--- config.mk ---
export PLATFORM = sky130hd
export DESIGN_NAME = lms_rx_capture
export DESIGN_NICKNAME = d
export VERILOG_FILES = /design/src/hw/lms_rx_pkg.sv /design/src/hw/lms_rx_capture.sv
export SDC_FILE = /design/constraint.sdc
export NUM_CORES = 1
export LEC_CHECK = 0
export BUFFER_PORTS_ARGS = -buffer_cell sky130_fd_sc_hd__buf_2
export CAP_MARGIN = 20
export CORE_MARGIN = 4
export CORE_UTILIZATION = 29
export CTS_CLUSTER_DIAMETER = 40
export CTS_CLUSTER_SIZE = 10
export DETAILED_ROUTE_END_ITERATION = 10
export PLACE_DENSITY_LB_ADDON = 0.12
export SYNTH_ARGS = -nofsm -noshare
export SYNTH_HDL_FRONTEND = slang
export SYNTH_SLANG_ARGS = --single-unit
--- constraint.sdc ---
create_clock -name dsp_clk -period 0.8 [get_ports dsp_clk]
set_input_delay 0.04 -clock dsp_clk [delete_from_list [all_inputs] [get_ports dsp_clk]]
set_output_delay 0.04 -clock dsp_clk [all_outputs]
set_load 0.1 [all_outputs]
--- src/hw/lms_rx_pkg.sv ---
//--------------------------------------------------------------------------
// Shared constants and types for the LMS dual-channel receive path.
// Converter words are unsigned and widened to the sample width by zero
// extension, so the top sample bits are always zero.
// Credit depth must match the buffer depth of the downstream consumer.
//--------------------------------------------------------------------------

package lms_rx_pkg;

   // Transceiver receive channels
   localparam int NUM_CHAN      = 2;

   // Converter bus and sample widths
   localparam int ADC_WIDTH     = 12;
   localparam int SAMPLE_WIDTH  = 14;

   // Consumer buffer depth, also the credit count after reset
   localparam int RX_CREDITS    = 4;
   localparam int CREDIT_WIDTH  = $clog2(RX_CREDITS + 1);

   localparam int CHAN_ID_WIDTH = 1;   // Enough for NUM_CHAN channels

   // One word off the converter bus
   typedef logic [ADC_WIDTH-1:0] adc_word_t;

   // One I or Q sample after extension
   typedef logic [SAMPLE_WIDTH-1:0] sample_t;

   // I sits in the upper half, Q in the lower half
   typedef struct packed
   {
      sample_t i;
      sample_t q;
   } iq_pair_t;

   typedef logic [CHAN_ID_WIDTH-1:0] chan_id_t;

endpackage

--- src/hw/lms_rx_capture.sv ---
//--------------------------------------------------------------------------
// Input register stage for the transceiver receive buses.
// All pins are sampled on dsp_clk, so the converter clocks are assumed
// to be in phase with it. One cycle from pins to outputs.
// Only the enables are reset; data and select follow the pins.
//--------------------------------------------------------------------------
`timescale 1ns/100ps

module lms_rx_capture
(
   input  logic                                     dsp_clk,
   input  logic                                     rst_i,
   input  lms_rx_pkg::adc_word_t                    rx_d_i [lms_rx_pkg::NUM_CHAN],
   input  logic [lms_rx_pkg::NUM_CHAN-1:0]          rx_iqsel_i,
   input  logic [lms_rx_pkg::NUM_CHAN-1:0]          rx_en_i,
   output lms_rx_pkg::adc_word_t                    cap_d_o [lms_rx_pkg::NUM_CHAN],
   output logic [lms_rx_pkg::NUM_CHAN-1:0]          cap_iqsel_o,
   output logic [lms_rx_pkg::NUM_CHAN-1:0]          cap_en_o
);

   // Data and I/Q select, all channels in step
   always_ff @(posedge dsp_clk)
   begin
      for (int c = 0; c < lms_rx_pkg::NUM_CHAN; c++)
      begin
         cap_d_o[c] <= rx_d_i[c];
      end
      cap_iqsel_o <= rx_iqsel_i;
   end

   // Enables gate everything downstream
   always_ff @(posedge dsp_clk)
   begin
      if (rst_i)
      begin
         cap_en_o <= '0;
      end
      else
      begin
         cap_en_o <= rx_en_i;
      end
   end

endmodule

==> reports/metrics.csv <==
metric,value,unit
ys_seq_elements,28,
place_congestion,0.631,
grt_pass1_vias,652,
crit_family,flip-flops,
core_area,0.00180,mm^2
ys_top_cells_by_area,"dfxtp_1, nor2b_1",
overflow,0,
hold_path_class,in2reg,
area_delta_synth_final,192,%
met2_usage,43.4,%
power_frac_clock,20.3,%
vias_per_cell,3.93,
syn_area,573,um^2
worst_slack,-112,ps
swShare,33.1,%
intPower,0.00219,W
holdWs,358,ps
initial_core_util,31.8,%
cts_tree,yes,
grt_first_pass_wirelength,3800,um
synthDominantCellAreaShare,97.8,%
crit_path_max_incr_delay,380,ps
tns,-2700,ps
worst_pin_slew,147,ps
critPathMaxFanout,1,
vias,570,
clockBufferDepth,2,
setup_viol,28,
yosys_warnings,0,
p_per_area,1960,mW/mm^2
arrival,870,ps
critPathSlowestCell,dfxtp_2,
synthesis.nets,60,
drt-initial-drc-count,4,
num_antenna_cells,0,
synth_cells,30,
synth_top_flop_cell,dfxtp_1,
min_period_over_period,114,%
slew_headroom,90.2,%
met1_usage,18.6,%
wire_per_inst,17.6,um
grt_busiest_layer,met2,
synthArstFlopShare,0,%
synth_seq_area_share,97.8,%
crit_path_start,cap_d_o[23]$_DFF_P_,
drive_above_1_share,74.2,%
whs_endpoint,cap_d_o[10]$_DFF_P_,
fillerInstances,65,
clkSlewWorstSetupHoldPaths,150,ps
rsz0062_at_grt,yes,
p_switching,0.00108,W
leakagePower,0.759,nW
setup.worst_path.start_class,flop,
die_area,0.00275,mm^2
antenna_found_initial,0,
numCtsBuffers,3,
numPortBuffers,57,
synth_cell_types,2,
cp_num_buf_inv,1,
p_seq_share,47.4,%
synth.most_common_cell,dfxtp_1,
worstHoldStart,rx_d_i[10],
critPathCaptureType,output pin,
yosysTopAreaCell,dfxtp_1,
status,"complete, but fails checks",
grt_use_met3,5.41,%
hold_depth,2,
wl,2550,um
htreeDepth,1,
crit_chain,buf_12,
cts-root-buf,clkbuf_4,
drc,0,
dr.pass1.iters,4,
dieWidth,52.5,um
critPathKind,reg2out,
cts_resized,0,
nets,151,
worstPathRequired,760,ps
min_period,912,ps
clock_sinks,28,
synth_edf_count,0,
synthTopCellsByCount,"dfxtp_1, nor2b_1",
fp.dieH,52.5,um
maxCapViolations,0,
hold_viol,0,
rows,15,
grt_max_degree,16,
grtUsageTotal,20.3,%
pin_count,58,
violations,setup timing,
synth_area_per_cell,19.1,um^2
ir_worst_vdd,1.54,mV
ant_nets,0,
combPwrFrac,32.3,%
slew_violations,0,
max_freq,1100,MHz
==> placed cells by master (no fill, tap or decap), drive strengths merged <==
cell type / count
buf: 57
dlygate4sd3: 29
dfxtp: 28
clkbuf: 4
nor2b: 2
==> power groups by stage <==
stage                     combinational, W  clock [W]  sequential (W)
after floorplan                 0.00000330          0         0.00209
after global placement            0.000924          0         0.00157
after detailed placement          0.000935          0         0.00158
after CTS                          0.00105   0.000688         0.00155
after global routing               0.00108   0.000718         0.00156
final                              0.00106   0.000662         0.00155
==> metal layers <==
metal	wire, um	vias to the layer above
li1	-	271
met1	797	266
met2	1540	33
met3	216	0
met4	0	0
met5	0	-
==> cell families after synthesis <==
group,share of synthesized area (%)
AND/OR/NAND/NOR,2.18
flip-flops,97.8
==> final cells by class <==
class | count | area, um^2 | area share [%]
Timing Repair Buffer | 86 | 996 | 59.6
Sequential cell | 28 | 596 | 35.6
Clock buffer | 4 | 36.3 | 2.17
Tap cell | 25 | 31.3 | 1.87
Multi-Input combinational cell | 2 | 12.5 | 0.749
==> registers in the layout, indices dropped and copies added (netlist names) <==
name	cells
cap_d_o	24
cap_en_o	2
cap_iqsel_o	2
==> how the worst max path moves through the flow <==
stage / slack (ps) / to / depth (start not counted)
6_report: -110 / cap_d_o[23] / 1
4_1_cts: -130 / cap_d_o[12] / 1
3_3_place_gp: 270 / cap_en_o[1] / 1
3_5_place_dp: 250 / cap_d_o[7] / 1
2_1_floorplan: 130 / cap_d_o[0] / 0
5_1_grt: -150 / cap_d_o[23] / 1
==> what timing repair did <==
| item | 4_1_cts | 5_1_grt |
|---|---|---|
| setup endpoints to repair | 28 | 28 |
| buffers inserted | 0 | 0 |
| gates cloned | 0 | 0 |
| endpoints found under the hold margin | 28 | 0 |
| hold buffers | 29 | 0 |
==> metrics by stage <==
step | instance area (um^2) | utilization (%) | setup slack, ps | cells | total power [W]
2_1_floorplan | 608 | - | 134 | 30 | 0.00209
3_3_place_gp | 1350 | 74.7 | 271 | 112 | 0.00250
3_5_place_dp | 1350 | 74.7 | 251 | 112 | 0.00251
4_1_cts | 1670 | 92.8 | -131 | 145 | 0.00328
5_1_grt | 1670 | 92.8 | -146 | 145 | 0.00336
6_report | 1670 | 92.8 | -112 | 145 | 0.00327
Power figures use the tool's default switching activity.
