$ cat src/hw/lms_rx_pkg.sv
//--------------------------------------------------------------------------
// Shared constants and types for the LMS dual-channel receive path.
// Converter words are unsigned and widened to the sample width by zero
// extension, so the top sample bits are always zero.
// Credit depth must match the buffer depth of the downstream consumer.
//--------------------------------------------------------------------------

package lms_rx_pkg;

   // Transceiver receive channels
   localparam int NUM_CHAN      = 2;

   // Converter bus and sample widths
   localparam int ADC_WIDTH     = 12;
   localparam int SAMPLE_WIDTH  = 14;

   // Consumer buffer depth, also the credit count after reset
   localparam int RX_CREDITS    = 4;
   localparam int CREDIT_WIDTH  = $clog2(RX_CREDITS + 1);

   localparam int CHAN_ID_WIDTH = 1;   // Enough for NUM_CHAN channels

   // One word off the converter bus
   typedef logic [ADC_WIDTH-1:0] adc_word_t;

   // One I or Q sample after extension
   typedef logic [SAMPLE_WIDTH-1:0] sample_t;

   // I sits in the upper half, Q in the lower half
   typedef struct packed
   {
      sample_t i;
      sample_t q;
   } iq_pair_t;

   typedef logic [CHAN_ID_WIDTH-1:0] chan_id_t;

endpackage

$ cat src/hw/iq_link_if.sv
//--------------------------------------------------------------------------
// Link from one receive channel to the credit arbiter.
// The channel holds pair and valid until take; take only with valid.
// overflow is a sticky flag owned by the channel.
//--------------------------------------------------------------------------
`timescale 1ns/100ps

interface iq_link_if;

   lms_rx_pkg::iq_pair_t pair;      // Finished I/Q pair
   logic                 valid;     // Hold register full
   logic                 take;      // Arbiter accepts the pair this cycle
   logic                 overflow;  // A pair was dropped since reset

   // Deinterleaver side
   modport chan (output pair, output valid, output overflow, input take);

   // Arbiter side
   modport arb (input pair, input valid, input overflow, output take);

endinterface

$ cat src/hw/lms_rx_channel.sv
//--------------------------------------------------------------------------
// I/Q deinterleaver for one receive channel.
// An I word (select low) waits for the next Q word (select high).
// A Q word without a pending I is ignored; enable low drops the pending I.
// One-pair hold register; a pair finished while it is full is lost and
// sets the sticky overflow flag.
//--------------------------------------------------------------------------
`timescale 1ns/100ps

module lms_rx_channel
(
   input  logic                  dsp_clk,
   input  logic                  rst_i,
   input  lms_rx_pkg::adc_word_t cap_d_i,
   input  logic                  cap_iqsel_i,
   input  logic                  cap_en_i,
   iq_link_if.chan               link
);

   lms_rx_pkg::sample_t  word_ext;    // Captured word, zero-extended
   lms_rx_pkg::sample_t  pend_i;
   logic                 pend_valid;
   logic                 pair_done;
   logic                 hold_free;
   lms_rx_pkg::iq_pair_t hold_pair;
   logic                 hold_valid;
   logic                 ovf;

   assign word_ext = {{(lms_rx_pkg::SAMPLE_WIDTH - lms_rx_pkg::ADC_WIDTH){1'b0}}, cap_d_i};

   assign pair_done = cap_en_i & cap_iqsel_i & pend_valid;

   // Free if empty or being taken this cycle
   assign hold_free = ~hold_valid | link.take;

   always_ff @(posedge dsp_clk)
   begin
      if (rst_i)
         pend_valid <= 1'b0;
      else if (!cap_en_i)
         pend_valid <= 1'b0;            // Gap in the stream
      else if (!cap_iqsel_i)
         pend_valid <= 1'b1;
      else
         pend_valid <= 1'b0;            // Q consumes the I
   end

   always_ff @(posedge dsp_clk)
   begin
      if (cap_en_i && !cap_iqsel_i)
         pend_i <= word_ext;
   end

   always_ff @(posedge dsp_clk)
   begin
      if (rst_i)
      begin
         hold_valid <= 1'b0;
         ovf        <= 1'b0;
      end
      else
      begin
         if (pair_done && hold_free)
            hold_valid <= 1'b1;
         else if (link.take)
            hold_valid <= 1'b0;
         if (pair_done && !hold_free)
            ovf <= 1'b1;                // Sticky until reset
      end
   end

   always_ff @(posedge dsp_clk)
   begin
      if (pair_done && hold_free)
         hold_pair <= '{i: pend_i, q: word_ext};
   end

   assign link.pair     = hold_pair;
   assign link.valid    = hold_valid;
   assign link.overflow = ovf;

endmodule

$ cat src/flat_wrapper.sv
// flat-port wrapper written by rule: the top's interface ports become plain ports
module lms_rx_channel_flat 
  (dsp_clk, rst_i, cap_d_i, cap_iqsel_i, cap_en_i, link_pair, link_valid, link_overflow, link_take);
  iq_link_if link_i ();
  input  logic dsp_clk;
  input  logic rst_i;
  input  lms_rx_pkg::adc_word_t cap_d_i;
  input  logic cap_iqsel_i;
  input  logic cap_en_i;
  output wire logic [$bits(link_i.pair)-1:0] link_pair;
  output wire logic [$bits(link_i.valid)-1:0] link_valid;
  output wire logic [$bits(link_i.overflow)-1:0] link_overflow;
  input wire logic [$bits(link_i.take)-1:0] link_take;
  assign link_pair = link_i.pair;
  assign link_valid = link_i.valid;
  assign link_overflow = link_i.overflow;
  assign link_i.take = link_take;
  lms_rx_channel u_core (.dsp_clk(dsp_clk), .rst_i(rst_i), .cap_d_i(cap_d_i), .cap_iqsel_i(cap_iqsel_i), .cap_en_i(cap_en_i), .link(link_i));
endmodule
$ cat config.mk
export PLATFORM = sky130hd
export DESIGN_NAME = lms_rx_channel_flat
export DESIGN_NICKNAME = d
export VERILOG_FILES = /design/src/hw/lms_rx_pkg.sv /design/src/hw/iq_link_if.sv /design/src/hw/lms_rx_channel.sv /design/src/flat_wrapper.sv
export SDC_FILE = /design/constraint.sdc
export NUM_CORES = 1
export LEC_CHECK = 0
export BUFFER_PORTS_ARGS = -buffer_cell sky130_fd_sc_hd__buf_2
export CAP_MARGIN = 30
export CORE_MARGIN = 10
export CORE_UTILIZATION = 46
export DETAILED_ROUTE_END_ITERATION = 7
export HOLD_SLACK_MARGIN = 0.1
export PLACE_DENSITY = 0.76
export SYNTH_ARGS = -nofsm -noshare
export SYNTH_HDL_FRONTEND = slang
export SYNTH_SLANG_ARGS = --single-unit
$ cat constraint.sdc
create_clock -name dsp_clk -period 2.16 [get_ports dsp_clk]
set_input_delay 0 -clock dsp_clk [delete_from_list [all_inputs] [get_ports dsp_clk]]
set_output_delay 0 -clock dsp_clk [all_outputs]
set_load 0.1 [all_outputs]
==> impl_results.md <==
- Met3 Resource Use GR: 0.0592
- WP data required: 2.44 ns
- GR Overflow Total: 0
- Fraction of power consumed by the clock network: 0.254
- FF+latch count, synth: 39
- Syn Inst Count: 52
- Number of nets with antenna violations after routing: 0
- 1st-iter DRT viols: 25
- Clock period minus worst slack: 1.75 ns
- # IOs: 47
- DRC: 0
- Outcome: finished, final reports clean
- Post-layout instance area: 1710 um^2
- Synth warnings: 0
- Internal power: 0.997 mW
- Tightest Pin Transition: 0.656 ns
- Clk sinks: 39
- Final Non-Filler Cells: 150
- Antenna cells: 0
- Setup TNS: 0 ns
- CP most frequent cell: dlygate4sd3_1
- CP max FO: 2
- # nets final: 137
- Slew Viols, Final: 0
- Root Driver: clkbuf_4
- Distinct cells, synth: 10
- RSZ-0062 raised after global routing: false
- Delay-heaviest family, CP: buffers and inverters
- Met2 Use GR: 0.170
- Max Cap Viol: 0
- Logic gate share of total power: 0.085
- Routability congestion estimate: 0.606
- XOR/XNOR share of the synthesized area: 0
- M1 GR Usage: 0.0994
- Finish-stage setup viols: 0
- Initial Util: 0.490
- Hold Crit Class: in -> reg
- Simple-gate share of the synthesized area: 0.0354
- Flop pwr share: 0.661
- Share of layout cells above drive strength 1: 0.442
- Cts repair resizes: 0
- CP Class: reg -> reg
- Die W: 71.8 um
- Post-DP Area: 1480 um^2
- Worst vdd ir: 0.527 mV
- Pleak: 0.668 nW
- First-pass GRT wire length: 3.95 mm
- CP startpoint kind: register
- H-Tree Depth: 2
- Std cell rows: 18
- Worst rel slew slack: 0.561
- Most crowded layer after global routing: met2
- Drt pass-1 iters: 2
- Clock tree buffer depth: 2
- Initial antenna violation count: 0
- Placed insts: 124
- Detailed-route via count: 685
- Vias per inst: 4.57
- Commonest non-fill, non-tap cells in the layout: buf_2 (42), edfxtp_1 (36), dlygate4sd3_1 (19)
- Final setup skew: 0.00996 ns
- Mux contribution to synthesized area: 0
- TritonCTS clock tree: built
- Number of global-route vias before repair: 774
- Num CTS Buffers: 5
- Main combinational cell family by area after synthesis: simple AND/OR/NAND/NOR gates
- Core ar.: 2520 um^2
- Height of the die: 71.8 um
- Fmax achieved: 0.570 GHz
- Post-synthesis compound-gate area fraction: 0.0142
- Gr usage total: 0.103
- Largest net degree at the start of global routing: 25
- Worst Setup End Kind: register
- Worst-path clk slew: 0.10 ns
- CP peak stage delay: 0.59 ns
- CP Cell Sequence: nand3_2 -> dlygate4sd3_1 -> a21oi_1 -> dlygate4sd3_1
- Area growth, synth to finish: 38.5%
- Clk Latency, worst-skew pair: 0.34 ns
- Syn avg cell area: 23.8 um^2
- Fin crit share: 0.812
- Sw power: 0.291 mW
- WP data arrival: 2.03 ns
- PortBufs: 42
- Switching Share: 0.226
- WL final: 2.51 mm
- Die area: 5160 um^2
- Post-Synth Adder-Cell Area: 0
- Synth Cell Area: 1240 um^2
- Final Hold Vio Count: 0
- Slowest stage cell, crit path: dlygate4sd3_1
- Cell area power density: 752 nW/um^2
- Routed wire per std cell: 16.7 um
- Post-synthesis sequential area ratio: 0.923
- Most common cell after layout, fill and taps aside: buf_2
- Worst path bufs/invs: 2
## repair_timing
item / 4_1_cts / 5_1_grt
hold buffers: 19 / 0
hold endpoints to repair: 39 / 0
setup buffers: 0 / 0
## layout make-up
type	instances	area, um^2
multi-input combinational	12	78.8
clock inverter	2	8.76
clock buffer	5	37.5
sequential	39	1140
timing repair buffer	62	408
fill	187	811
tap	30	37.5
## cells by family (layout without fill, tap and decap cells)
family	after synthesis	count (layout)
simple gates	6	6
other cells	1	4
buf+inv	4	69
flops	39	39
compound gates	2	2
## cells in the mapped netlist
master | number | area [um^2]
a21oi_1 | 1 | 5.00
buf_4 | 4 | 30.0
conb_1 | 1 | 3.75
dfxtp_1 | 3 | 60.1
edfxtp_1 | 36 | 1080
nand2b_1 | 2 | 12.5
nand3_2 | 1 | 10.0
nor2b_1 | 2 | 12.5
nor2b_2 | 1 | 8.76
o31ai_2 | 1 | 12.5
## state kept, by name, indices dropped and copies added, names as in the netlist
name / flops
u_core.link.overflow: 1
u_core.pend_valid: 1
u_core.link.pair: 24
u_core.link.valid: 1
u_core.pend_i: 12
## through the flow
stage | total power [mW] | hold WS [ns] | setup slack [ns] | util
global placement | 0.950 | 0.190 | 1.00 | 0.585
global route | 1.34 | 0.374 | 0.333 | 0.679
finish | 1.29 | 0.376 | 0.407 | 0.679
detailed placement | 0.953 | 0.191 | 0.936 | 0.585
CTS | 1.30 | 0.360 | 0.399 | 0.679
floorplan | 0.933 | 0.0691 | 0.144 | -
## path summary, 6_finish.rpt
path                     start                    to  slack, ns  cells past startpoint
min                 cap_d_i[4]      u_core.pend_i[4]       0.38                      2
min reg2reg   u_core.pend_i[7]  u_core.link.pair[21]       0.42                      0
max          u_core.pend_valid     u_core.link.valid       0.41                      4
max reg2reg  u_core.pend_valid     u_core.link.valid       0.41                      4
## metal layers
metal  up-vias  part of all wire
li1        325                 -
met1       316              0.38
met2        39              0.50
met3         5              0.10
met4         0             0.018
met5         -                 0
## power groups by stage
stage          clock network, mW  logic, mW  registers, mW
6_report                   0.327      0.110          0.851
5_1_grt                    0.374      0.117          0.853
3_5_place_dp                   0     0.0847          0.868
4_1_cts                    0.336      0.109          0.851
2_1_floorplan                  0     0.0436          0.889
3_3_place_gp                   0     0.0830          0.867
No activity file was read; power rests on OpenSTA's default activity.
